[config.mk]
export PLATFORM = sky130hd
export DESIGN_NAME = shade_lookup
export DESIGN_NICKNAME = d
export VERILOG_FILES = /design/src/shader_pkg.sv /design/src/shade_lookup.sv
export SDC_FILE = /design/constraint.sdc
export NUM_CORES = 1
export LEC_CHECK = 0
export ABC_AREA = 1
export ABC_CLOCK_PERIOD_IN_PS = 1100
export BUFFER_PORTS_ARGS = -buffer_cell sky130_fd_sc_hd__buf_2
export CAP_MARGIN = 10
export CORE_MARGIN = 3
export CORE_UTILIZATION = 41
export CTS_CLUSTER_SIZE = 8
export DETAILED_ROUTE_END_ITERATION = 7
export PLACE_DENSITY = 0.71
export SYNTH_ARGS = -nofsm -noshare
export SYNTH_HDL_FRONTEND = slang
export SYNTH_SLANG_ARGS = --single-unit
[constraint.sdc]
create_clock -name clk_in -period 1.1 [get_ports clk_in]
set_input_delay 0 -clock clk_in [delete_from_list [all_inputs] [get_ports clk_in]]
set_output_delay 0 -clock clk_in [all_outputs]
set_load 0.02 [all_outputs]
[src/shader_pkg.sv]
package shader_pkg;

    // vertex coordinates are signed integers
    localparam int COORD_W = 10;

    // one bit more than a coordinate, enough for the difference of two
    localparam int EDGE_W = 11;

    // products of two edge components and their difference
    localparam int CROSS_W = 23;

    // unsigned square of one normal component
    localparam int SQ_W = 46;

    // sum of the three squares, also holds 32 * nz^2
    localparam int MAG_W = 48;

    // quotient of 32 * cos^2, never above 32
    localparam int Q_W = 6;

    localparam int IDX_MAX = 16;

    localparam int COLOR_W = 8;

    // back-facing triangles get full white
    localparam logic [COLOR_W-1:0] CULL_COLOR = 8'hFF;

    // grey level for 16 * cos^2 rounded, top entry clamped to 254
    localparam logic [COLOR_W-1:0] SHADE_LUT [0:IDX_MAX] = '{
        8'd0,   8'd16,  8'd32,  8'd48,
        8'd64,  8'd80,  8'd96,  8'd112,
        8'd128, 8'd144, 8'd160, 8'd176,
        8'd192, 8'd208, 8'd224, 8'd240,
        8'd254
    };

    typedef struct packed {
        logic signed [COORD_W-1:0] x;
        logic signed [COORD_W-1:0] y;
        logic signed [COORD_W-1:0] z;
    } vertex_t;

    typedef struct packed {
        vertex_t v0;
        vertex_t v1;
        vertex_t v2;
    } triangle_t;

    typedef struct packed {
        logic signed [CROSS_W-1:0] nx;
        logic signed [CROSS_W-1:0] ny;
        logic signed [CROSS_W-1:0] nz;
    } normal_t;

    // divider operands plus the flags that bypass it
    typedef struct packed {
        logic [MAG_W-1:0] numerator;
        logic [MAG_W-1:0] denominator;
        logic             culled;
        logic             dark;
    } div_req_t;

    typedef struct packed {
        logic [Q_W-1:0] quotient;
        logic           culled;
        logic           dark;
    } shade_req_t;

endpackage

[src/shade_lookup.sv]
`timescale 1ns/1ps

module shade_lookup (
    input  logic                             clk_in,
    input  logic                             rst_in,
    input  logic                             valid_in,
    input  shader_pkg::shade_req_t           shade_in,
    output logic                             valid_out,
    output logic [shader_pkg::COLOR_W-1:0]   color_out
);

    logic [shader_pkg::Q_W-1:0] q_plus;
    logic [shader_pkg::Q_W-2:0] idx_r;
    logic                       culled_r;
    logic                       dark_r;
    logic                       valid_r;

    // quotient is 32 * cos^2, so (q + 1) / 2 rounds 16 * cos^2 half up
    assign q_plus = shade_in.quotient + 1'b1;

    always_ff @(posedge clk_in) begin
        if (rst_in) begin
            valid_r <= 1'b0;
        end else begin
            valid_r <= valid_in;
        end

        idx_r    <= q_plus[shader_pkg::Q_W-1:1];
        culled_r <= shade_in.culled;
        dark_r   <= shade_in.dark;
    end

    // colour holds its last value between strobes
    always_ff @(posedge clk_in) begin
        if (rst_in) begin
            valid_out <= 1'b0;
            color_out <= '0;
        end else begin
            valid_out <= valid_r;
            if (valid_r) begin
                if (culled_r) begin
                    color_out <= shader_pkg::CULL_COLOR;
                end else if (dark_r) begin
                    color_out <= shader_pkg::SHADE_LUT[0];
                end else begin
                    color_out <= shader_pkg::SHADE_LUT[idx_r];
                end
            end
        end
    end

endmodule

==> reports/results.tsv <==
metric	value	unit
min_period_over_period	0.8285	
gr-total-overflow	0	
synth_warnings	0	
fp.coreArea	1186	µm²
critical-path-top-delay-family	buffers and inverters	
syn_avg_cell_area	8.254	µm²
critPathMaxStageDelay	0.52	ns
initial_core_util	0.4662	
synth_cell_type_count	14	
cpMaxStageDelayCell	dlygate4sd3_1	
dieArea	1825	µm²
syn_inst	67	
rsz0062_at_grt	no	
path_max_fanout	4	
clockBufferDepth	2	
ir_worst_vdd	711.9	µV
syn_area	553.0	µm²
chipWidth	42.73	µm
final_nets	110	
finalHoldViolations	0	
worstSkewPairLatency	0.27	ns
cts_tree	yes	
total_power	1.061	mW
r2r-start	valid_r	
grtUsageTotal	0.1213	
num_io_pins	20	
relSlewSlack	0.8923	
startpoint	shade_in[2]	
area_growth	39.59	%
finalSetupViolations	0	
totalWireLength	988	µm
status	complete, no violations	
num_rows	12	
ys_seq_area_frac	0.5430	
cts_num_sinks	15	
cp-end-kind	flip-flop	
post_drt_wl_per_cell	8.901	µm
cp.required	1.27	ns
path_cells	dlygate4sd3_1 -> buf_2 -> ha_1 -> nand3_1 -> xnor2_1	
first_global_vias	455	
path_class	in -> reg	
die_h	42.73	µm
first_pass_iters	4	
cts_root_buffer	clkbuf_4	
routed-via-count	501	
hp-class	in -> reg	
grt_max_degree	10	
layout_common_cells	buf_2 (19), nand2_1 (14), dfxtp_1 (14)	
arrival	1.08	ns
antenna_found_initial	0	
max_slew.worst_pin.slew	0.1603	ns
drc	0	
slew_viol_final	0	
antenna_left	0	
dp_hpwl	699.1	µm
power_density	1374	nW/µm²
grt_pass1_wl	1683	µm
finalCriticalPeriod	0.9113	ns
path_buf_inv	2	
hold_start	shade_in[0]	
gp_congestion	0.7248	
layout_commonest_cell	buf_2	
cts_buffers	3	
finClkSkew	0.001306	ns
synth-seq-cells	15	
antenna_cells	0	
port_buffers	19	
post_cts.repair.setup_buffers	0	
maxCapViolations	0	
crit_path_start_kind	input port	
drive_gt1_frac	0.2784	
setup_tns	0	ns
first_iter_violations	4	
htree_num_levels	1	
synthesis.nets	79	
fmax	1.097	GHz
path_clk_slew	0.08	ns
vias_per_cell	4.514	
p_leak	0.4050	nW
## power by group
| part | internal [mW] | switching [mW] |
|---|---|---|
| logic | 0.0787 | 0.0871 |
| registers | 0.582 | 0.0176 |
| clock network | 0.134 | 0.161 |
| total | 0.795 | 0.265 |
## final cells by class
cell class / count / area (µm²)
sequential: 15 / 301.5
timing repair buffer: 29 / 195.2
tap: 14 / 17.52
inverter: 8 / 30.03
clock inverter: 1 / 5.005
fill: 118 / 414.1
multi-input combinational: 41 / 200.2
clock buffer: 3 / 22.52
## sequential cells by signal, summed over array words and instances, names as in the netlist
register,flops
color_out,6
idx_r,5
culled_r,1
dark_r,1
valid_out,1
valid_r,1
## per-layer routing
metal  GRT usage  part of all wire  vias up
met4     0.05590             0.014        0
met1      0.1195              0.37      218
met5           0                 0        -
met2      0.2335              0.56       17
met3     0.02542             0.053        2
li1            -                 -      264
## cells in the mapped netlist, drive strengths merged
cell type	instances	area [µm²]
xor2	1	8.760
nand3	7	35.03
nand2	14	52.55
nor3	1	5.000
ha	1	12.51
xnor2	2	17.52
buf	3	22.52
a21oi	1	5.000
dfxtp	15	300.3
inv	8	30.03
o21bai	1	7.510
nor2	13	56.30
## final timing paths
check | endpoint | slack (ns) | depth (start not counted)
worst max-delay path | idx_r[3] | 0.19 | 5
worst min-delay path | dark_r | 0.36 | 2
worst max register to register | color_out[6] | 0.21 | 5
worst min register to register | color_out[0] | 0.52 | 2
## logic make-up after synthesis
| family | after synthesis | share of synthesized area |
|---|---|---|
| XOR/XNOR | 3 | 0.04752 |
| adder cells (fa/ha/maj) | 1 | 0.02262 |
| buffers and inverters | 11 | 0.09502 |
| AND/OR/NAND/NOR | 35 | 0.2692 |
| flip-flops | 15 | 0.5430 |
| AO/OA/AOI/OAI | 2 | 0.02262 |
## metrics by stage
| stage | instances | hold slack (ns) | utilization | cell area (µm²) | worst slack (ns) |
|---|---|---|---|---|---|
| 2_1_floorplan | 67 | 0.02772 | - | 553.0 | 0.2501 |
| 3_3_place_gp | 97 | 0.1020 | 0.5422 | 643.1 | 0.1801 |
| 3_5_place_dp | 97 | 0.1040 | 0.5422 | 643.1 | 0.1452 |
| 4_1_cts | 111 | 0.3533 | 0.6498 | 770.7 | 0.1204 |
| 5_1_grt | 111 | 0.3624 | 0.6508 | 772.0 | 0.1040 |
| 6_report | 111 | 0.3596 | 0.6508 | 772.0 | 0.1887 |
## what timing repair did
| action | in CTS | in global routing |
|---|---|---|
| resized for setup | 0 | 1 |
| setup endpoints to repair | 0 | 1 |
| hold buffers | 10 | 0 |
| endpoints found under the hold margin | 10 | 0 |
(Power assumes the default switching activity.)
