==> src/shader_pkg.sv <==
package shader_pkg;

    // vertex coordinates are signed integers
    localparam int COORD_W = 10;

    // one bit more than a coordinate, enough for the difference of two
    localparam int EDGE_W = 11;

    // products of two edge components and their difference
    localparam int CROSS_W = 23;

    // unsigned square of one normal component
    localparam int SQ_W = 46;

    // sum of the three squares, also holds 32 * nz^2
    localparam int MAG_W = 48;

    // quotient of 32 * cos^2, never above 32
    localparam int Q_W = 6;

    localparam int IDX_MAX = 16;

    localparam int COLOR_W = 8;

    // back-facing triangles get full white
    localparam logic [COLOR_W-1:0] CULL_COLOR = 8'hFF;

    // grey level for 16 * cos^2 rounded, top entry clamped to 254
    localparam logic [COLOR_W-1:0] SHADE_LUT [0:IDX_MAX] = '{
        8'd0,   8'd16,  8'd32,  8'd48,
        8'd64,  8'd80,  8'd96,  8'd112,
        8'd128, 8'd144, 8'd160, 8'd176,
        8'd192, 8'd208, 8'd224, 8'd240,
        8'd254
    };

    typedef struct packed {
        logic signed [COORD_W-1:0] x;
        logic signed [COORD_W-1:0] y;
        logic signed [COORD_W-1:0] z;
    } vertex_t;

    typedef struct packed {
        vertex_t v0;
        vertex_t v1;
        vertex_t v2;
    } triangle_t;

    typedef struct packed {
        logic signed [CROSS_W-1:0] nx;
        logic signed [CROSS_W-1:0] ny;
        logic signed [CROSS_W-1:0] nz;
    } normal_t;

    // divider operands plus the flags that bypass it
    typedef struct packed {
        logic [MAG_W-1:0] numerator;
        logic [MAG_W-1:0] denominator;
        logic             culled;
        logic             dark;
    } div_req_t;

    typedef struct packed {
        logic [Q_W-1:0] quotient;
        logic           culled;
        logic           dark;
    } shade_req_t;

endpackage

==> src/normal_magnitude.sv <==
`timescale 1ns/1ps

module normal_magnitude (
    input  logic                 clk_in,
    input  logic                 rst_in,
    input  logic                 valid_in,
    input  shader_pkg::normal_t  normal_in,
    output logic                 valid_out,
    output shader_pkg::div_req_t req_out
);

    logic [shader_pkg::SQ_W-1:0] sq_x;
    logic [shader_pkg::SQ_W-1:0] sq_y;
    logic [shader_pkg::SQ_W-1:0] sq_z;
    logic                        nz_neg;
    logic                        valid_s1;

    logic [shader_pkg::MAG_W-1:0] mag_sum;

    // stage 1, squares of the normal components
    always_ff @(posedge clk_in) begin
        if (rst_in) begin
            valid_s1 <= 1'b0;
        end else begin
            valid_s1 <= valid_in;
        end

        sq_x   <= normal_in.nx * normal_in.nx;
        sq_y   <= normal_in.ny * normal_in.ny;
        sq_z   <= normal_in.nz * normal_in.nz;
        nz_neg <= normal_in.nz[shader_pkg::CROSS_W-1];
    end

    // squared magnitude of the normal, light has unit length
    assign mag_sum = sq_x + sq_y + sq_z;

    // stage 2, divider operands and the bypass flags
    always_ff @(posedge clk_in) begin
        if (rst_in) begin
            valid_out <= 1'b0;
        end else begin
            valid_out <= valid_s1;
        end

        // 32 * nz^2 so the quotient carries five fraction bits of cos^2
        req_out.numerator   <= sq_z << (shader_pkg::Q_W - 1);
        req_out.denominator <= mag_sum;
        // normal points away from the light
        req_out.culled      <= nz_neg;
        req_out.dark        <= (mag_sum == '0);
    end

endmodule

==> config.mk <==
export PLATFORM = sky130hd
export DESIGN_NAME = normal_magnitude
export DESIGN_NICKNAME = d
export VERILOG_FILES = /design/src/shader_pkg.sv /design/src/normal_magnitude.sv
export SDC_FILE = /design/constraint.sdc
export NUM_CORES = 2
export LEC_CHECK = 0
export BUFFER_PORTS_ARGS = -buffer_cell sky130_fd_sc_hd__buf_4
export CAP_MARGIN = 20
export CORE_MARGIN = 5
export CORE_UTILIZATION = 55
export DETAILED_ROUTE_END_ITERATION = 16
export PLACE_DENSITY = 0.72
export SLEW_MARGIN = 25
export SYNTH_ARGS = -nofsm -noshare
export SYNTH_HDL_FRONTEND = slang
export SYNTH_SLANG_ARGS = --single-unit
==> constraint.sdc <==
create_clock -name clk_in -period 12.5 [get_ports clk_in]
set_input_delay 0.625 -clock clk_in [delete_from_list [all_inputs] [get_ports clk_in]]
set_output_delay 0.625 -clock clk_in [all_outputs]
set_load 0.1 [all_outputs]
==> results.txt <==
The run finished with clean final reports. The cts-stage hold buffer count is 0. The total track usage is 0.252. TritonCTS built the clock tree. The final-stage net count is 8255. Leaving out fill and tap cells, the most frequent cells in the layout are 1780 x inv_1, 1602 x fa_1, 519 x nand2_1.

The tree is rooted in a clkbuf_16. The filler cell count in the final layout came out at around 9400. The floorplan has 121 rows.

The critical path start-end classification is in2reg. The number of antenna violations at the first check in global routing is 2. The total wire length after detailed routing is 141 mm. The detailed-placement wirelength estimate is 121 mm.

Dividing the detail-routed via count by the number of cells gives 5.20. The post-layout worst setup margin came out at 4.62 ns. The final worst-path cycle share is 0.630.

The largest total area in the synthesized netlist belongs to fa_1. Summing all non-filler instances in the final layout gives an area of approximately 64000 µm². Measured along the y axis, the die boundary spans 342 µm. In this run the post-CTS setup repair buffer count came out at 0. Setup repair after global routing left no endpoint under its margin.

The number of global-route vias before repair is between 40000 and 50000. Across the run, the number of max-cap violations was 0. The synthesized flop and latch total is 230. The first global-routing pass estimated 234 mm of wire. The nature of the critical path startpoint is an input port. The die area is 117000 µm². The total CTS buffers came out at 25.

By area the synthesized netlist is led by fa_1 53%, inv_1 11%, ha_1 8.7%, dfxtp_1 7.6%, and2_1 3.3%. The violation count after the first detailed-route iteration is roughly 2300. The leftover overflow at the end of global routing is 0.

The layout-stage area growth over the synthesis result is 5.34%. The share of layout cells above drive strength 1 is 0.0410. Counting flops with a built-in enable in the synthesized netlist gives 0.

During I/O placement, the number of pins put on the boundary was around 170. During placement, the flow inserted port buffers numbering 164. The required time of the worst setup path is 12.92 ns. The path class of the tightest hold or removal check is in2reg. Before CTS, the worst setup slack after placement is 4.13 ns.

The starting density of the core came out at 0.555. The placed instance area came out at 63100 µm². The post-detailed-route DRC marker count is 0. The distinct cell type count of the synthesized netlist is 81. The critical path startpoint is normal_in[4]. After clock tree synthesis, the repair step resized 0 gates. The share of the yosys chip area belonging to registers came out at 0.0758. Clock latency on the worst-skew pair, taken at its later pin, is 0.56 ns. The startpoint identified for the worst hold timing path is rst_in. The final count of hold timing violations is 0.

The width of the chip is about 340 µm. The number of synthesis warnings came out at 0. Of all nets on the critical path, the largest fanout is 25. CTS saw 230 sinks. The congestion estimate from routability-driven global placement came to 0.912. The data arrival time of the critical path is 8.30 ns.

Each instance of the synthesized netlist takes up on average 9.90 µm². Entering global routing, the biggest net connects 49 pins. The placeable core region is approximately 110000 µm². The sum of negative setup slack is 0 ns.

The register area came out at 4600 µm². The post-synthesis instance total is 6133. The maximum clock rate is approximately 0.13 GHz. The first-pass iteration count of the detailed router is 7. The max-slew violation total from the final report is 0. The clock passes through at most 3 buffers. The slew of the pin with the lowest slew margin is 1.18 ns.

The final worst clock skew came out at 0.0323 ns. In this run the critical register-to-register path is launched from sq_z[6]. Clock-pin slew was measured on the worst setup and hold paths at 0.06 ns. The per-cell routed wire length is 18.5 µm.

The final critical delay including setup and external delays came out at 7.88 ns. The fraction of registers with async set or reset after synthesis came out at 0. The element type at the critical path end is a flop. The detailed-route via count is around 40000. In this run the cell area of the synthesized design comes to 60700 µm².

The dominant register cell in the synthesized netlist is dfxtp_1. The relative slew slack came out at 0.193. The number of routed nets with antenna violations is 0. The count of endpoints failing setup in the final report is 0. The area occupied by multi-input gates came out at 48800 µm². The number of H-tree levels is 1.

The area fraction of the dominant cell type after synthesis came out at 0.528. The library cell used most frequently in the layout, excluding fill and tap cells, is inv_1.
==> layer usage <==
metal / vias to the layer above / track usage / part of all wire
li1: 17900 / - / -
met1: 20400 / 0.335 / 0.41
met2: 1186 / 0.423 / 0.48
met3: 253 / 0.0586 / 0.079
met4: 2 / 0.0632 / 0.032
met5: - / 0 / 0.000092
==> cell usage after synthesis, types with 28 or more instances <==
library cell and number:
a21o_1 104, a21oi_1 155, and2_1 317, clkbuf_1 159, dfxtp_1 230, fa_1 1602, ha_1 422, inv_1 1780
nand2_1 519, nand3_1 30, nor2_1 113, nor2b_1 66, o21ai_0 58, o21bai_1 28, xnor2_1 168, xor2_1 63
==> final cells by class <==
type                    count  share of cell area
multi-input cells        3958               0.762
inverters                1780               0.104
well taps                1476              0.0289
clock buffers              30              0.0105
clock inverters            14             0.00252
flip-flops and latches    230              0.0720
diodes                      1           0.0000391
repair buffers            164              0.0192
==> path summary, 6_finish.rpt <==
path,depth (start not counted),slack [ns],end
max,24,4.62,sq_z[44]
min,2,0.26,valid_out
max reg2reg,13,7.41,req_out[0]
min reg2reg,0,0.34,req_out[1]
==> cell families (layout without fill, tap and decap cells) <==
kind of cell,after synthesis,count (layout),share of synthesized area
AOI/OAI and AO/OA,503,503,0.0559
xor gates and xnor gates,231,231,0.0333
adders and majority gates,2024,2024,0.615
buffers and inverters,1954,1988,0.122
DFF,230,230,0.0758
muxes,10,10,0.00181
other,1,11,0.0000618
and+or+nand+nor,1180,1180,0.0962
==> critical path, stage by stage <==
cell	delay, ns
buf_4	0.32
and2_1	0.22
inv_1	0.07
fa_1	0.55
inv_1	0.06
fa_1	0.48
inv_1	0.06
fa_1	0.49
fa_1	0.51
inv_1	0.05
fa_1	0.57
fa_1	0.44
fa_1	0.51
ha_1	0.40
nand2_1	0.08
or3_1	0.36
or4b_1	0.56
a211oi_1	0.60
nor3_1	0.19
o31ai_1	0.56
a21bo_1	0.18
a21o_1	0.15
a221oi_1	0.10
xnor2_1	0.14
==> through the flow <==
step	hold slack, ns	util	std cells
after floorplan	0.310	-	6142
after global placement	0.321	0.577	7608
after detailed placement	0.314	0.577	7608
after CTS	0.242	0.585	7652
after global routing	0.245	0.585	7652
final	0.259	0.585	7653
==> flip-flops by register name (all words and copies together), names as in the netlist <==
name,count
nz_neg,1
req_out,92
sq_x,45
sq_y,45
sq_z,45
valid_out,1
valid_s1,1
Power is left out: the tool's default activity adds up to more than one toggle a clock period on the data nets, which glitch-free logic cannot reach.
