**src/shader_pkg.sv**
```systemverilog
package shader_pkg;

    // vertex coordinates are signed integers
    localparam int COORD_W = 10;

    // one bit more than a coordinate, enough for the difference of two
    localparam int EDGE_W = 11;

    // products of two edge components and their difference
    localparam int CROSS_W = 23;

    // unsigned square of one normal component
    localparam int SQ_W = 46;

    // sum of the three squares, also holds 32 * nz^2
    localparam int MAG_W = 48;

    // quotient of 32 * cos^2, never above 32
    localparam int Q_W = 6;

    localparam int IDX_MAX = 16;

    localparam int COLOR_W = 8;

    // back-facing triangles get full white
    localparam logic [COLOR_W-1:0] CULL_COLOR = 8'hFF;

    // grey level for 16 * cos^2 rounded, top entry clamped to 254
    localparam logic [COLOR_W-1:0] SHADE_LUT [0:IDX_MAX] = '{
        8'd0,   8'd16,  8'd32,  8'd48,
        8'd64,  8'd80,  8'd96,  8'd112,
        8'd128, 8'd144, 8'd160, 8'd176,
        8'd192, 8'd208, 8'd224, 8'd240,
        8'd254
    };

    typedef struct packed {
        logic signed [COORD_W-1:0] x;
        logic signed [COORD_W-1:0] y;
        logic signed [COORD_W-1:0] z;
    } vertex_t;

    typedef struct packed {
        vertex_t v0;
        vertex_t v1;
        vertex_t v2;
    } triangle_t;

    typedef struct packed {
        logic signed [CROSS_W-1:0] nx;
        logic signed [CROSS_W-1:0] ny;
        logic signed [CROSS_W-1:0] nz;
    } normal_t;

    // divider operands plus the flags that bypass it
    typedef struct packed {
        logic [MAG_W-1:0] numerator;
        logic [MAG_W-1:0] denominator;
        logic             culled;
        logic             dark;
    } div_req_t;

    typedef struct packed {
        logic [Q_W-1:0] quotient;
        logic           culled;
        logic           dark;
    } shade_req_t;

endpackage

```
**src/edge_cross.sv**
```systemverilog
`timescale 1ns/1ps

module edge_cross (
    input  logic                  clk_in,
    input  logic                  rst_in,
    input  logic                  valid_in,
    input  shader_pkg::triangle_t tri_in,
    output logic                  valid_out,
    output shader_pkg::normal_t   normal_out
);

    // first edge v1 - v0 is (d, e, f)
    logic signed [shader_pkg::EDGE_W-1:0] d;
    logic signed [shader_pkg::EDGE_W-1:0] e;
    logic signed [shader_pkg::EDGE_W-1:0] f;

    // second edge v2 - v0 is (g, h, i)
    logic signed [shader_pkg::EDGE_W-1:0] g;
    logic signed [shader_pkg::EDGE_W-1:0] h;
    logic signed [shader_pkg::EDGE_W-1:0] i;

    logic valid_s1;

    // stage 1, edge vectors from vertex 0
    always_ff @(posedge clk_in) begin
        if (rst_in) begin
            valid_s1 <= 1'b0;
        end else begin
            valid_s1 <= valid_in;
        end

        // operands are sign extended to EDGE_W before the subtraction
        d <= tri_in.v1.x - tri_in.v0.x;
        e <= tri_in.v1.y - tri_in.v0.y;
        f <= tri_in.v1.z - tri_in.v0.z;
        g <= tri_in.v2.x - tri_in.v0.x;
        h <= tri_in.v2.y - tri_in.v0.y;
        i <= tri_in.v2.z - tri_in.v0.z;
    end

    // stage 2, cross product of the two edges
    // products are formed at CROSS_W, so the differences cannot wrap
    always_ff @(posedge clk_in) begin
        if (rst_in) begin
            valid_out <= 1'b0;
        end else begin
            valid_out <= valid_s1;
        end

        normal_out.nx <= e * i - f * h;
        normal_out.ny <= f * g - d * i;
        normal_out.nz <= d * h - e * g;
    end

endmodule

```
**config.mk**
```make
export PLATFORM = sky130hd
export DESIGN_NAME = edge_cross
export DESIGN_NICKNAME = d
export VERILOG_FILES = /design/src/shader_pkg.sv /design/src/edge_cross.sv
export SDC_FILE = /design/constraint.sdc
export NUM_CORES = 2
export LEC_CHECK = 0
export BUFFER_PORTS_ARGS = -buffer_cell sky130_fd_sc_hd__clkbuf_2
export CAP_MARGIN = 0
export CORE_MARGIN = 3
export CORE_UTILIZATION = 30
export CTS_CLUSTER_DIAMETER = 120
export DETAILED_ROUTE_END_ITERATION = 16
export GPL_TIMING_DRIVEN = 0
export PLACE_DENSITY_LB_ADDON = 0.08
export SLEW_MARGIN = 25
export SYNTH_ARGS = -nofsm -noshare
export SYNTH_HDL_FRONTEND = slang
export SYNTH_SLANG_ARGS = --single-unit
```
**constraint.sdc**
```tcl
create_clock -name clk_in -period 7.8 [get_ports clk_in]
set_clock_uncertainty 0.2 [all_clocks]
set_input_delay 0.78 -clock clk_in [delete_from_list [all_inputs] [get_ports clk_in]]
set_output_delay 0.78 -clock clk_in [all_outputs]
set_load 0.05 [all_outputs]
```
==> flow_metrics.py <==
metrics = {
    "sta": {
        "fin_crit_ns": 7.68,
        "rsz0062_at_grt": "true",
        "worst_slew_pin_slew_ns": 1.22,
        "setup_viol_count_final": 0,
        "finalHoldViolations": 0,
        "fmax_mhz": 130,
        "relSlewSlack_pct": 19.0,
        "slew_viol_final": 0,
        "period_share_pct": 98.4,
        "holdWs_ns": 0.233,
    },
    "critical_path": {
        "crit_top_cell": "fa_1",
        "path_max_fanout": 10,
        "crit_arrival_ns": 7.91,
        "worstSetupEndpointType": "register",
        "path_class": "reg -> reg",
        "slowest_stage": "clkbuf_1",
        "crit_chain": "clkbuf_1 > and2_1 > fa_1 > fa_1 > fa_1 > inv_1 > fa_1 > fa_1 > fa_1 > inv_1 > fa_1 > inv_1 > ha_1 > a21o_1 > a21o_1 > a22oi_2 > a21o_1 > a21oi_2 > a211o_1 > a21oi_1 > xnor2_1",
        "slowest_delay_ns": 0.83,
        "required_ns": 8.03,
        "r2r_setup_slack_ns": 0.12,
        "critPathLaunchType": "register",
    },
    "synth": {
        "synth-main-ff-cell": "dfxtp_1",
        "synth.distinct_cells": 56,
        "seq_area_frac_synth_pct": 7.73,
        "yosys_register_bits": 137,
        "synth_fp_nets": 5045,
        "async_flop_share_pct": 0,
        "ys_warn_count": 0,
        "syn_inst": 3811,
        "synth_area_sq_um": 35500,
        "syn_avg_cell_area_sq_um": 9.31,
        "synth_edf_count": 0,
    },
    "layout": {
        "final_common_cell": "inv_1",
        "post_route_cells_drive_above_1_share_pct": 7.70,
        "register_area_sq_um": 2760,
        "layout_common_cells": "inv_1, fa_1, and2_1, ha_1, nand2_1",
        "fill_cells": 12338,
        "syn_to_final_growth_pct": 10.2,
        "nNetsFinal": 5235,
        "multi_input_area_sq_um": 28200,
    },
    "cts": {
        "numCtsBuffers": 17,
        "clockRootBuffer": "clkbuf_16",
        "cts_tree": "done",
        "cts_hold_buf": 0,
        "clk_latency_ns": 0.52,
        "cts_buffer_depth": 2,
        "htreeDepth": 4,
        "path_clk_slew_ns": 0.08,
        "cts.sinks": 137,
    },
    "global_route": {
        "grt_pass1_vias": 26695,
        "grt_util_met3_pct": 4.40,
        "grt_max_degree": 17,
        "grt_antenna_before_repair": 11,
        "grt_remaining_overflow": 0,
        "track_usage_pct": 20.4,
        "grt_pass1_wl_mm": 178,
        "top_usage_layer": "met2",
        "met1_usage_pct": 29.1,
        "grtUsageMet2_pct": 31.6,
    },
    "die": {
        "num_rows": 125,
        "die_x_um": 350,
        "io_pins": 163,
        "initial_utilization_pct": 30.4,
        "die_h_um": 350,
        "core_area_sq_um": 117000,
        "dieArea_sq_um": 122000,
    },
    "route": {
        "drc_errors": 0,
        "drt-pass1-iter-count": 7,
        "drt.antenna.violating_nets": 0,
        "routed_wl_mm": 118,
        "routedWlPerCell_um": 21.3,
        "drtIter0Drc": 1349,
        "vias": 24482,
        "via_per_inst": 4.42,
    },
    "placed_design": {
        "dp.final_hpwl_mm": 98.9,
        "io_buffer_count": 162,
        "gp_congestion": 0.876,
    },
    "min_path": {
        "min-delay-path-class": "in -> reg",
    },
    "status": {
        "status": "completed",
    },
    "job": {
        "cap_violations": 0,
    },
}
[per-layer routing]
layer,wire (um),up-vias
met5,8,-
met4,2380,2
met3,7490,66
met2,52800,573
met1,55700,12523
li1,-,11318
[final timing paths]
check	startpoint	to	cells past startpoint
max reg2reg	d[9]$_DFF_P_	normal_out[45]$_DFF_P_	21
max	d[9]$_DFF_P_	normal_out[45]$_DFF_P_	21
min reg2reg	valid_s1$_SDFF_PP0_	valid_out$_SDFF_PP0_	1
min	rst_in	valid_s1$_SDFF_PP0_	2
[registers in the layout, summed over array words and instances (netlist names), 11 cells and up]
signal,flops
e,11
f,11
i,11
normal_out,69
g,11
d,11
h,11
[stage by stage]
step	util [%]	instances	cell area [sq um]	setup slack [ns]	TNS (ns)
floorplan	-	3811	35500	1.16	0
global placement	32.7	5497	38200	-1.14	-13.65
detailed placement	32.7	5498	38200	-1.13	-13.41
CTS	33.3	5529	38900	-0.00206	-0.00206
global route	33.5	5537	39100	-0.00798	-0.00871
finish	33.5	5543	39100	0.123	0
[Yosys cell counts (all sizes together), types with 28 or more instances]
cell type	count	share of area (%)
o21ai	66	0.93
inv	1099	12
nand2b	28	0.50
clkbuf	133	1.4
a21oi	37	0.53
ha	310	11
xnor2	92	2.3
a21boi	30	0.63
nor2	125	1.3
fa	831	47
and2	468	8.2
nor2b	30	0.53
dfxtp	137	7.7
nand2	253	2.7
[final cells by class]
cell class,count,area share [%]
Antenna cell,6,0.0384
Clock inverter,13,0.432
Inverter,1099,10.6
Clock buffer,18,1.10
Sequential cell,137,7.05
Multi-Input combinational cell,2442,72.1
Tap cell,1524,4.88
Buffer,133,1.59
Timing Repair Buffer,171,2.27
[what timing repair did]
item	4_1_cts	5_1_grt
resized for setup	46	117
gates cloned	0	0
buffers inserted	0	8
pin swaps	0	5
setup endpoints to repair	21	11
[critical path, delay by kind of cell (launching register included)]
kind / cells / cell delay (ns)
AND/OR/NAND/NOR: 1 / 0.27
adder cells (fa/ha/maj): 8 / 3.78
XOR/XNOR: 1 / 0.14
flip-flops: 1 / 0.48
AO/OA/AOI/OAI: 7 / 1.71
buffers and inverters: 4 / 0.99
[cells by family after synthesis]
family,count (synthesis),share of synthesized area [%]
AOI/OAI and AO/OA,219,4.24
xor gates and xnor gates,119,2.94
adders and majority gates,1141,57.8
buffers and inverters,1232,13.0
DFF,137,7.73
muxes,1,0.0282
and+or+nand+nor,962,14.2
Power is left out: the tool's default activity adds up to more than one toggle a clock period on the data nets, which glitch-free logic cannot reach.
