===== config.mk =====
export PLATFORM = sky130hd
export DESIGN_NAME = cos_divider
export DESIGN_NICKNAME = d
export VERILOG_FILES = /design/src/shader_pkg.sv /design/src/cos_divider.sv
export SDC_FILE = /design/constraint.sdc
export NUM_CORES = 1
export LEC_CHECK = 0
export BUFFER_PORTS_ARGS = -buffer_cell sky130_fd_sc_hd__buf_2
export CORE_UTILIZATION = 63
export CTS_CLUSTER_SIZE = 20
export DETAILED_ROUTE_END_ITERATION = 8
export PLACE_DENSITY = 0.78
export SLEW_MARGIN = 20
export SYNTH_ARGS = -nofsm -noshare
export SYNTH_HDL_FRONTEND = slang
export SYNTH_SLANG_ARGS = --single-unit

===== constraint.sdc =====
create_clock -name clk_in -period 3.75 [get_ports clk_in]
set_input_delay 0.375 -clock clk_in [delete_from_list [all_inputs] [get_ports clk_in]]
set_output_delay 0.375 -clock clk_in [all_outputs]
set_load 0.005 [all_outputs]

===== src/shader_pkg.sv =====
package shader_pkg;

    // vertex coordinates are signed integers
    localparam int COORD_W = 10;

    // one bit more than a coordinate, enough for the difference of two
    localparam int EDGE_W = 11;

    // products of two edge components and their difference
    localparam int CROSS_W = 23;

    // unsigned square of one normal component
    localparam int SQ_W = 46;

    // sum of the three squares, also holds 32 * nz^2
    localparam int MAG_W = 48;

    // quotient of 32 * cos^2, never above 32
    localparam int Q_W = 6;

    localparam int IDX_MAX = 16;

    localparam int COLOR_W = 8;

    // back-facing triangles get full white
    localparam logic [COLOR_W-1:0] CULL_COLOR = 8'hFF;

    // grey level for 16 * cos^2 rounded, top entry clamped to 254
    localparam logic [COLOR_W-1:0] SHADE_LUT [0:IDX_MAX] = '{
        8'd0,   8'd16,  8'd32,  8'd48,
        8'd64,  8'd80,  8'd96,  8'd112,
        8'd128, 8'd144, 8'd160, 8'd176,
        8'd192, 8'd208, 8'd224, 8'd240,
        8'd254
    };

    typedef struct packed {
        logic signed [COORD_W-1:0] x;
        logic signed [COORD_W-1:0] y;
        logic signed [COORD_W-1:0] z;
    } vertex_t;

    typedef struct packed {
        vertex_t v0;
        vertex_t v1;
        vertex_t v2;
    } triangle_t;

    typedef struct packed {
        logic signed [CROSS_W-1:0] nx;
        logic signed [CROSS_W-1:0] ny;
        logic signed [CROSS_W-1:0] nz;
    } normal_t;

    // divider operands plus the flags that bypass it
    typedef struct packed {
        logic [MAG_W-1:0] numerator;
        logic [MAG_W-1:0] denominator;
        logic             culled;
        logic             dark;
    } div_req_t;

    typedef struct packed {
        logic [Q_W-1:0] quotient;
        logic           culled;
        logic           dark;
    } shade_req_t;

endpackage


===== src/cos_divider.sv =====
`timescale 1ns/1ps

module cos_divider (
    input  logic                   clk_in,
    input  logic                   rst_in,
    input  logic                   valid_in,
    input  shader_pkg::div_req_t   req_in,
    output logic                   valid_out,
    output shader_pkg::shade_req_t shade_out
);

    // index 0 is the input, index k+1 is the register after stage k
    logic                 valid_s [0:shader_pkg::Q_W];
    shader_pkg::div_req_t st      [0:shader_pkg::Q_W];
    logic [shader_pkg::Q_W-1:0] quot_s [0:shader_pkg::Q_W];

    assign valid_s[0] = valid_in;
    assign st[0]      = req_in;
    assign quot_s[0]  = '0;

    // the numerator field of st[] carries the partial remainder
    for (genvar k = 0; k < shader_pkg::Q_W; k++) begin : g_stage
        logic [shader_pkg::MAG_W+shader_pkg::Q_W-1:0] shifted_den;
        logic [shader_pkg::MAG_W+shader_pkg::Q_W-1:0] rem_wide;
        logic                                         take;

        // denominator aligned to quotient bit Q_W-1-k
        assign shifted_den = {{shader_pkg::Q_W{1'b0}}, st[k].denominator}
                             << (shader_pkg::Q_W - 1 - k);
        assign rem_wide    = {{shader_pkg::Q_W{1'b0}}, st[k].numerator};
        assign take        = (rem_wide >= shifted_den);

        always_ff @(posedge clk_in) begin
            if (rst_in) begin
                valid_s[k+1] <= 1'b0;
            end else begin
                valid_s[k+1] <= valid_s[k];
            end

            // when take is set the shifted denominator fits in MAG_W bits
            if (take) begin
                st[k+1].numerator <= st[k].numerator
                                     - shifted_den[shader_pkg::MAG_W-1:0];
            end else begin
                st[k+1].numerator <= st[k].numerator;
            end
            st[k+1].denominator <= st[k].denominator;
            st[k+1].culled      <= st[k].culled;
            st[k+1].dark        <= st[k].dark;

            quot_s[k+1]                         <= quot_s[k];
            quot_s[k+1][shader_pkg::Q_W-1-k]    <= take;
        end
    end

    // floor(32 * nz^2 / mag), at most 32 since nz^2 <= mag
    assign valid_out          = valid_s[shader_pkg::Q_W];
    assign shade_out.quotient = quot_s[shader_pkg::Q_W];
    assign shade_out.culled   = st[shader_pkg::Q_W].culled;
    assign shade_out.dark     = st[shader_pkg::Q_W].dark;

endmodule


==> qor.yml, run 1 <==
outcome: "finished clean"
reg2reg_from: "g_stage[4].rem_wide[1]"
hold_ws_ns: 0.0165
postLayoutCellArea_um2: 31900
min_period_ns: 3.69
irDropWorstVdd_v: 0.000375
coreArea_um2: 43300
synth_edf_count: 0
track_usage_pct: 30.4
yosys_register_bits: 519
synth-seq-area-share_pct: 37.4
ios: 110
final_hold_viol_count: 0
ant_nets: 0
die_y_um: 212
grt_pass1_vias: 21766
start_util_pct: 64.1
drive_gt1_share_pct: 12.2
cts_num_sinks: 519
timing.max_slew.rel_slack_pct: 57.7
cp_max_fo: 6
p_leak_nw: 15.3
cap_violations: 0
fin_skew_ns: 0.0241
routabilityCongestion: 0.952
finalSetupViolCount: 0
clk_latency_ns: 0.60
htreeDepth: 2
syn-num-nets: 3516
power_density_nw_per_um2: 499
ys_types: 83
grt_pass1_wl_um: 109000
syn_area_um2: 27800
worstHoldStart: "rst_in"
critPathKind: "in2reg"
final.period_utilization_pct: 98.3
mostFrequentLayoutCells: "519 x dfxtp_1, 339 x inv_1, 269 x ha_1, 262 x nand2_1, 257 x a21oi_1"
grt_max_degree: 73
critical_path_required_ns: 4.22
nets: 3707
cts_inserted_buffers: 52
antenna_found_initial: 0
drt-total-wl_um: 70300
ys_async_sr_fraction_pct: 0
worstMarginPinSlew_ns: 0.626
ys.flop_type: "dfxtp_1"
root_buffer: "clkbuf_16"
endpoint_kind: "flip-flop"
instances_no_fill: 3953
nFillCells: 3218
hold_path.class: "in2reg"
max_freq_mhz: 271
dp_cells: 3789
synth_warnings: 0
start_kind: "input pin"
drt_iter0_markers: 1879
syn_inst: 3137
rows: 76
drt-pass1-iter-count: 6
area_growth_pct: 14.9
dp_hpwl_um: 53700
arrival_ns: 4.16
finalCoreUtilization_pct: 73.7
report.final.slew_viol_count: 0
drc_errors: 0
r2r_setup_slack_ns: 0.09
grtUsageMet1_pct: 42.2
vias: 22896
startpoint: "req_in[8]"
top_usage_layer: "met2"
avgRoutedWirePerCell_um: 17.8
cts.path.max_buffers: 3
mostFrequentLayoutCell: "dfxtp_1"
clk_pin_slew_ns: 0.06
antenna_cells: 0
post_synth.cell_area_avg_um2: 8.85
use_met2_pct: 47.7
grt_overflow: 0
placed_cell_area_um2: 29200
design.die.area_um2: 44900
use_met3_pct: 3.86
cts_tree: "done"
numPortBuffers: 109
die_x_um: 212
routed_via_density: 5.79
stage by stage:
stage                     power [mW]  worst slack (ns)  TNS (ns)
after floorplan                 9.37             0.408         0
after global routing            16.7           -0.0293    -0.398
after CTS                       15.8            0.0366         0
after global placement          10.4           0.00164         0
after detailed placement        10.4          -0.00213  -0.00213
final                           15.9            0.0622         0
metal layers:
| layer | part of all wire [%] | vias to the layer above |
|---|---|---|
| li1 | - | 11346 |
| met1 | 46 | 10529 |
| met2 | 43 | 844 |
| met3 | 5.9 | 177 |
| met4 | 4.5 | 0 |
| met5 | 0 | - |
logic make-up after synthesis:
group / count (synthesis) / synth area share [%]
compound gates: 863 / 19.8
xor+xnor: 193 / 6.09
fa+ha+maj: 278 / 12.7
buf+inv: 455 / 6.50
flops: 519 / 37.4
mux: 135 / 5.45
simple gates: 694 / 12.1
area by class of cell:
cell class,instances,area (µm²),area share [%]
timing repair buffer,252,1960,6.14
multi-input combinational,2163,15700,49.3
clock buffer,72,1490,4.66
sequential,519,10400,32.6
tap,585,732,2.30
clock inverter,22,309,0.969
inverter,340,1280,4.00
synthesized netlist by cell type (all sizes together) (15+ instances only):
cell	count	area (µm²)
dfxtp	519	10400
inv	340	1280
ha	273	3420
a21oi	263	1330
nand2	262	983
o21ai	197	986
a21o	154	1160
mux2	128	1440
nor2	126	473
xnor2	118	1030
clkbuf	77	289
xor2	75	657
nand4	68	425
nand3	44	220
o21bai	39	293
buf	38	239
nor3	36	180
nor2b	34	213
o21a	28	210
a31oi	24	150
nand2b	23	144
and3	21	131
a211oi	18	145
and2	18	113
o31ai	18	140
a221oi	15	138
o211ai	15	113
flip-flops by register name, indices dropped and copies added (netlist names):
name,flops
valid_s,5
valid_out,1
st,10
g_stage.rem_wide,240
shade_out,8
quot_s,15
g_stage.shifted_den,240
final timing paths:
kind / end / cells after the start
setup / recovery: g_stage[1].rem_wide[32] / 14
hold / removal: valid_out / 2
setup reg to reg: g_stage[5].rem_wide[35] / 14
hold reg to reg: shade_out[1] / 0
power by group:
| part | switching, mW | internal [mW] |
|---|---|---|
| registers | 0.307 | 6.02 |
| logic | 2.33 | 1.89 |
| clock network | 2.15 | 3.19 |
what timing repair did:
| action | CTS | global route |
|---|---|---|
| setup buffers | 0 | 5 |
| endpoints found under the hold margin | 58 | 0 |
| resized for setup | 1 | 27 |
| cloned | 0 | 7 |
| setup endpoints to repair | 4 | 169 |
| pin swaps | 0 | 10 |
| hold buffers | 58 | 0 |
critical path, cell delays in order:
cell           delay [ns]
dlygate4sd3_1        0.54
buf_2                0.14
inv_1                0.05
ha_1                 0.38
a21oi_1              0.22
o22ai_1              0.13
or3_1                0.37
o211ai_1             0.30
o21ai_1              0.18
a221o_1              0.47
a21boi_0             0.33
o21ai_0              0.18
xor2_1               0.17
mux2_1               0.31
Power figures use the tool's default switching activity.
==> inputs of run 2 (changes only) <==
--- a/config.mk
+++ b/config.mk
@@ -6,10 +6,10 @@
 export NUM_CORES = 1
 export LEC_CHECK = 0
 export BUFFER_PORTS_ARGS = -buffer_cell sky130_fd_sc_hd__buf_2
-export CORE_UTILIZATION = 63
+export CORE_UTILIZATION = 67
 export CTS_CLUSTER_SIZE = 20
 export DETAILED_ROUTE_END_ITERATION = 8
-export PLACE_DENSITY = 0.78
+export PLACE_DENSITY = 0.82
 export SLEW_MARGIN = 20
 export SYNTH_ARGS = -nofsm -noshare
 export SYNTH_HDL_FRONTEND = slang
==> constraint.sdc (replaced) <==
create_clock -name clk_in -period 4.7 [get_ports clk_in]
set_input_delay 0.47 -clock clk_in [delete_from_list [all_inputs] [get_ports clk_in]]
set_output_delay 0.47 -clock clk_in [all_outputs]
set_load 0.005 [all_outputs]
==> run 2 against run 1 <==
Non-clock buffer count is 83 lower. Wire length is 1.2% lower. First-iteration DRC count is 10% higher. Via count is 0.47% lower. Core utilization is 2.0 points higher. Clock-buffer cell count is 12 lower. Critical path type unchanged.
==> qor.yml, run 2 (synthesis gave the netlist of run 1 again) <==
drive_gt1_share_pct: 9.86  # -2.3 points
track_usage_pct: 32.6  # +2.2 points
critical_path_required_ns: 5.17  # +0.95 ns
arrival_ns: 4.74  # +0.58 ns
rr_endpoint: "g_stage[3].rem_wide[4]"
multi_input_area_um2: 15600  # -0.87%
die_y_um: 206  # -3.0%
grt_pass1_wl_um: 110000  # +0.49%
drt_iter0_markers: 2068  # +10%
die_x_um: 206  # -3.0%
design.die.area_um2: 42200  # -5.9%
avgRoutedWirePerCell_um: 18.2  # +2.3%
wl_met3_um: 4550  # +9.3%
critPathKind: "in2reg"
top_layer: "met4"
grt_max_degree: 88  # +21%
clk_pin_slew_ns: 0.06  # about the same
antenna_found_initial: 0  # unchanged
ant_nets: 0  # unchanged
setup_slack_ns: 0.428  # +0.366 ns
cts.path.max_buffers: 3  # unchanged
seq_area_um2: 10400  # unchanged
reg2reg_from: "g_stage[2].shifted_den[3]"
report.final.slew_viol_count: 0  # unchanged
mostFrequentLayoutCells: "519 x dfxtp_1, 339 x inv_1, 273 x ha_1, 262 x nand2_1, 262 x a21oi_1"
met1_length_um: 31300  # -4.2%
antenna_cells: 0  # unchanged
finalSetupViolCount: 0  # unchanged
wl_met2_um: 30500  # +0.45%
power_density_nw_per_um2: 410  # -18%
post_cts_resized: 0  # -1
max_freq_mhz: 234
area_growth_pct: 11.4
coreArea_um2: 40800  # -5.6%
routed_via_density: 5.97  # +3.1%
drc_errors: 0  # unchanged
nets: 3623  # -2.3%
whs_path_depth: 1  # -1
timing.max_slew.rel_slack_pct: 39.2  # -18 points
start_util_pct: 68.0  # +3.8 points
htreeDepth: 2  # unchanged
numPortBuffers: 109  # unchanged
start_kind: "input pin"
worstHoldStart: "req_in[37]"
final.period_utilization_pct: 90.9
setup_tns_ns: 0  # unchanged
grt_setup_unrepaired: "false"
ios: 110  # unchanged
endpoint_kind: "flip-flop"
place_worst_setup_slack_ns: 0.395  # +0.397 ns
grt_pass1_vias: 21795  # +0.13%
vias: 22789  # -0.47%
cts_tree: "done"
worstMarginPinSlew_ns: 0.900  # +0.274 ns
grt_overflow: 0  # unchanged
cp_max_fo: 37  # +31
irDropWorstVdd_v: 0.000397  # +5.9%
drt-pass1-iter-count: 8  # +2
root_buffer: "clkbuf_16"
drt-total-wl_um: 69400  # -1.2%
r2r_setup_slack_ns: 0.68  # +0.59 ns
hold_end: "g_stage[1].shifted_den[39]"
outcome: "finished clean"
final_hold_viol_count: 0  # unchanged
rows: 74  # -2.6%
mostFrequentLayoutCell: "dfxtp_1"
fin_skew_ns: 0.0167  # -0.00733 ns
cts_inserted_buffers: 51  # -1.9%
clk_latency_ns: 0.60  # about the same
cap_violations: 0  # unchanged
p_leak_nw: 14.8  # -2.8%
dp_hpwl_um: 53100  # -1.1%
routabilityCongestion: 0.958  # +0.60%
min_period_ns: 4.27
cts_num_sinks: 519  # unchanged
hold_path.class: "in2reg"
nFillCells: 2863  # -11%
r2r_cells: 13  # -1
-- run 2: cell count changes in the layout (fill, tap and decap cells not counted), moves of 5 or more --
cell | before | now
a21oi_1 | 257 | 262
buf_4 | 69 | 10
clkbuf_1 | 9 | 3
clkbuf_8 | 11 | 6
clkbuf_16 | 57 | 51
clkinv_2 | 3 | 11
dlygate4sd3_1 | 58 | 47
a21oi_2 | 5 | 0
-- run 2: through the flow --
stage	hold WS, ns	instance area [µm²]	std cells	total power [mW]	util, %
global route	0.00279	30900	3817	13.3	75.7
global placement	0.310	28600	3676	8.14	70.0
CTS	0.000781	30900	3817	12.7	75.7
floorplan	0.310	27800	3137	7.47	-
finish	0.0290	30900	3817	12.7	75.7
detailed placement	0.312	28600	3676	8.24	70.0
-- run 2: layout make-up --
type,instances,area share [%]
inverter,340,4.13
timing repair buffer,169,3.72
clock inverter,34,1.53
multi-input combinational,2163,50.4
sequential,519,33.6
tap,532,2.15
clock buffer,60,4.43
-- run 2: power by group --
| group | switching [mW] | internal (mW) |
|---|---|---|
| clock network | 1.74 | 2.66 |
| registers | 0.242 | 4.80 |
| logic | 1.84 | 1.40 |
-- run 2: critical path, stage by stage --
cell	delay, ns
dlygate4sd3_1	0.52
buf_2	0.11
inv_1	0.04
ha_1	0.45
and4_1	0.25
o21ai_1	0.11
a2111oi_2	0.36
o21ai_1	0.21
a211oi_2	0.33
a211oi_2	0.11
o31a_1	0.34
o21a_1	0.23
a21oi_4	0.26
buf_4	0.50
mux2_1	0.39
-- run 2: metal layers --
| metal | vias up | GRT usage, % |
|---|---|---|
| li1 | 11174 | - |
| met5 | - | 0 |
| met2 | 918 | 51.9 |
| met4 | 0 | 14.7 |
| met1 | 10539 | 44.1 |
| met3 | 158 | 4.05 |
-- run 2: timing repair --
action / CTS / global route
hold buffers: 47 / 0
endpoints found under the setup margin: 0 / 0
buffers inserted: 0 / 0
endpoints found under the hold margin: 47 / 0
-- run 2: worst max path at each step --
| stage | depth (start not counted) | end | from | slack (ns) |
|---|---|---|---|---|
| 2_1_floorplan | 14 | g_stage[1].rem_wide[44] | req_in[15] | 1.26 |
| 3_3_place_gp | 14 | g_stage[1].rem_wide[9] | req_in[17] | 0.50 |
| 3_5_place_dp | 14 | g_stage[1].rem_wide[10] | req_in[15] | 0.40 |
| 4_1_cts | 15 | g_stage[1].rem_wide[24] | req_in[15] | 0.49 |
| 5_1_grt | 15 | g_stage[1].rem_wide[31] | req_in[15] | 0.14 |
| 6_report | 15 | g_stage[1].rem_wide[7] | req_in[15] | 0.43 |
==> inputs of run 3 (changes only) <==
--- a/config.mk
+++ b/config.mk
@@ -6,10 +6,11 @@
 export NUM_CORES = 1
 export LEC_CHECK = 0
 export BUFFER_PORTS_ARGS = -buffer_cell sky130_fd_sc_hd__buf_2
-export CORE_UTILIZATION = 67
+export CORE_UTILIZATION = 70
+export CTS_BUF_LIST = sky130_fd_sc_hd__clkbuf_8
 export CTS_CLUSTER_SIZE = 20
 export DETAILED_ROUTE_END_ITERATION = 8
-export PLACE_DENSITY = 0.82
+export PLACE_DENSITY = 0.86
 export SLEW_MARGIN = 20
 export SYNTH_ARGS = -nofsm -noshare
 export SYNTH_HDL_FRONTEND = slang
==> run 3 against run 2 <==
Total power shrank 4.2%. Clock skew up 0.018 ns. Non-clock buffer count grew 8. Register-to-register slack worse by 0.05 ns. Largest cell class unchanged. Highest routed layer unchanged.
==> qor.yml, run 3 (synthesis gave the netlist of run 1 again) <==
outcome: "finished clean"
start_kind: "flip-flop"
final.period_utilization_pct: 86.7  # -4.2 points
critical_path_required_ns: 5.24  # +0.07 ns
grt_setup_unrepaired: "false"
cts_num_sinks: 519  # unchanged
postLayoutCellArea_um2: 30800  # -0.39%
cts_inserted_buffers: 79  # +55%
placed_cell_area_um2: 28600  # about the same
total_power_mw: 12.1  # -4.2%
routed_via_density: 6.03  # +1.0%
clk_latency_ns: 0.65  # +0.05 ns
rr_endpoint: "g_stage[2].rem_wide[41]"
cp_num_buf_inv: 1  # -3
reg2reg_from: "g_stage[1].shifted_den[4]"
finalCoreUtilization_pct: 79.1  # +3.4 points
root_buffer: "clkbuf_8"
critPathKind: "reg2reg"
cp_max_fo: 12  # -68%
clk_pin_slew_ns: 0.07  # about the same
arrival_ns: 4.61  # -0.13 ns
grt_pass1_vias: 22756  # +4.4%
drive_gt1_share_pct: 10.6  # +0.72 points
crit_family: "compound AO/OA/AOI/OAI gates"
critPathMaxStageDelay_ns: 0.47  # -0.05 ns
design.die.area_um2: 40400  # -4.2%
drc_errors: 0  # unchanged
crit_chain: "ha_1 > fa_1 > nor2b_1 > o31ai_1 > a21oi_1 > a22o_1 > nor3_1 > nor2_1 > a211oi_1 > or2_2 > inv_1 > and4_1 > a221o_1"
post_cts_buffers: 0  # unchanged
routabilityCongestion: 0.935  # -2.4%
r2r_cells: 13  # unchanged
area_growth_pct: 11.0
die_x_um: 201  # -2.1%
vias: 23269  # +2.1%
p_leak_nw: 14.9  # +0.40%
irDropWorstVdd_v: 0.000239  # -40%
cts_tree: "done"
hold_path.class: "in2reg"
place_worst_setup_slack_ns: 0.516  # +0.121 ns
die_y_um: 201  # -2.1%
finalSetupViolCount: 0  # unchanged
endpoint_kind: "flip-flop"
min_period_ns: 4.07  # -0.198 ns
mostFrequentLayoutCell: "dfxtp_1"
grt_max_degree: 86  # -2.3%
cp_slowest_cell: "o31ai_1"
worstMarginPinSlew_ns: 0.869  # -0.0308 ns
final_hold_viol_count: 0  # unchanged
nFillCells: 2620  # -8.5%
mostFrequentLayoutCells: "519 x dfxtp_1, 357 x inv_1, 273 x ha_1, 262 x nand2_1, 262 x a21oi_1"
nets: 3659  # +0.99%
avgRoutedWirePerCell_um: 18.1  # -0.67%
drt_iter0_markers: 2051  # -0.82%
multi_input_area_um2: 15600  # unchanged
drt-pass1-iter-count: 5  # -3
cap_violations: 0  # unchanged
report.final.slew_viol_count: 0  # unchanged
ant_nets: 0  # unchanged
setup_slack_ns: 0.627  # +0.198 ns
whs_path_depth: 2  # +1
power_density_nw_per_um2: 394  # -3.9%
worstHoldStart: "req_in[58]"
start_util_pct: 71.3  # +3.3 points
r2r_setup_slack_ns: 0.63  # -0.05 ns
rows: 72  # -2.7%
fin_skew_ns: 0.0350  # +0.0183 ns
coreArea_um2: 38900  # -4.7%
track_usage_pct: 34.1  # +1.5 points
numPortBuffers: 109  # unchanged
dp_hpwl_um: 53200  # +0.29%
drt-total-wl_um: 69700  # +0.38%
setup_tns_ns: 0  # unchanged
max_freq_mhz: 245  # +4.9%
cts.path.max_buffers: 3  # unchanged
antenna_found_initial: 2  # +2
timing.max_slew.rel_slack_pct: 41.5  # +2.3 points
seq_area_um2: 10400  # unchanged
grt_pass1_wl_um: 113000  # +2.5%
hold_end: "g_stage[1].rem_wide[8]"
htreeDepth: 3  # +1
ios: 110  # unchanged
grt_overflow: 0  # unchanged
run 3: cell types whose count changed in the layout (fill, tap and decap cells not counted):
cell           previous run  this run
bufinv_16                10         4
clkbuf_1                  3         0
clkbuf_16                51         0
clkbuf_8                  6       100
clkinv_2                 11        12
clkinv_4                  1         0
clkinvlp_4                6         3
diode_2                   0         2
dlygate4sd3_1            47        55
inv_1                   339       357
inv_16                    1         0
inv_6                     5         1
run 3: metal layers:
layer / vias up / wire (µm) / global-route usage (%)
li1: 11262 / - / -
met1: 10800 / 30700 / 45.5
met2: 1028 / 30500 / 54.2
met3: 179 / 5180 / 4.47
met5: - / 0 / 0
met4: 0 / 3330 / 17.8
run 3: timing repair:
| item | in CTS | in global routing |
|---|---|---|
| resized for setup | 0 | 0 |
| hold buffers | 55 | 0 |
| setup endpoints to repair | 0 | 0 |
| hold endpoints to repair | 55 | 0 |
run 3: worst reg2reg max path: cells and delay by family (launching register included):
kind | cells | cell delay, ns
AOI/OAI and AO/OA | 5 | 1.69
DFF | 1 | 0.41
and+or+nand+nor | 5 | 1.18
adders and majority gates | 2 | 0.43
buffers and inverters | 1 | 0.26
run 3: how the worst max path moves through the flow:
stage / start / endpoint / cells after the start
after floorplan: req_in[15] / g_stage[1].rem_wide[44] / 14
after global placement: req_in[55] / g_stage[1].rem_wide[10] / 16
after detailed placement: req_in[55] / g_stage[1].rem_wide[12] / 16
after CTS: req_in[2] / g_stage[1].rem_wide[22] / 16
after global routing: req_in[2] / g_stage[1].rem_wide[11] / 16
final: g_stage[1].shifted_den[4] / g_stage[2].rem_wide[41] / 13
run 3: stage by stage:
stage / std cells / hold slack (ns)
after global placement: 3662 / 0.310
after floorplan: 3137 / 0.310
final: 3857 / 0.0423
after detailed placement: 3662 / 0.313
after CTS: 3855 / 0.0166
after global routing: 3857 / 0.0477
run 3: report_power, final:
group          internal [mW]  total (mW)  switching [mW]
registers               4.81        5.05           0.244
clock network           2.13        3.84            1.71
logic                   1.41        3.26            1.85
total                   8.35        12.1            3.80
run 3: final cells by class:
type | instances | area share, %
Antenna cell | 2 | 0.0163
Clock buffer | 100 | 4.47
Clock inverter | 38 | 0.906
Inverter | 340 | 4.14
Multi-Input combinational cell | 2163 | 50.6
Sequential cell | 519 | 33.7
Tap cell | 518 | 2.10
Timing Repair Buffer | 177 | 4.00
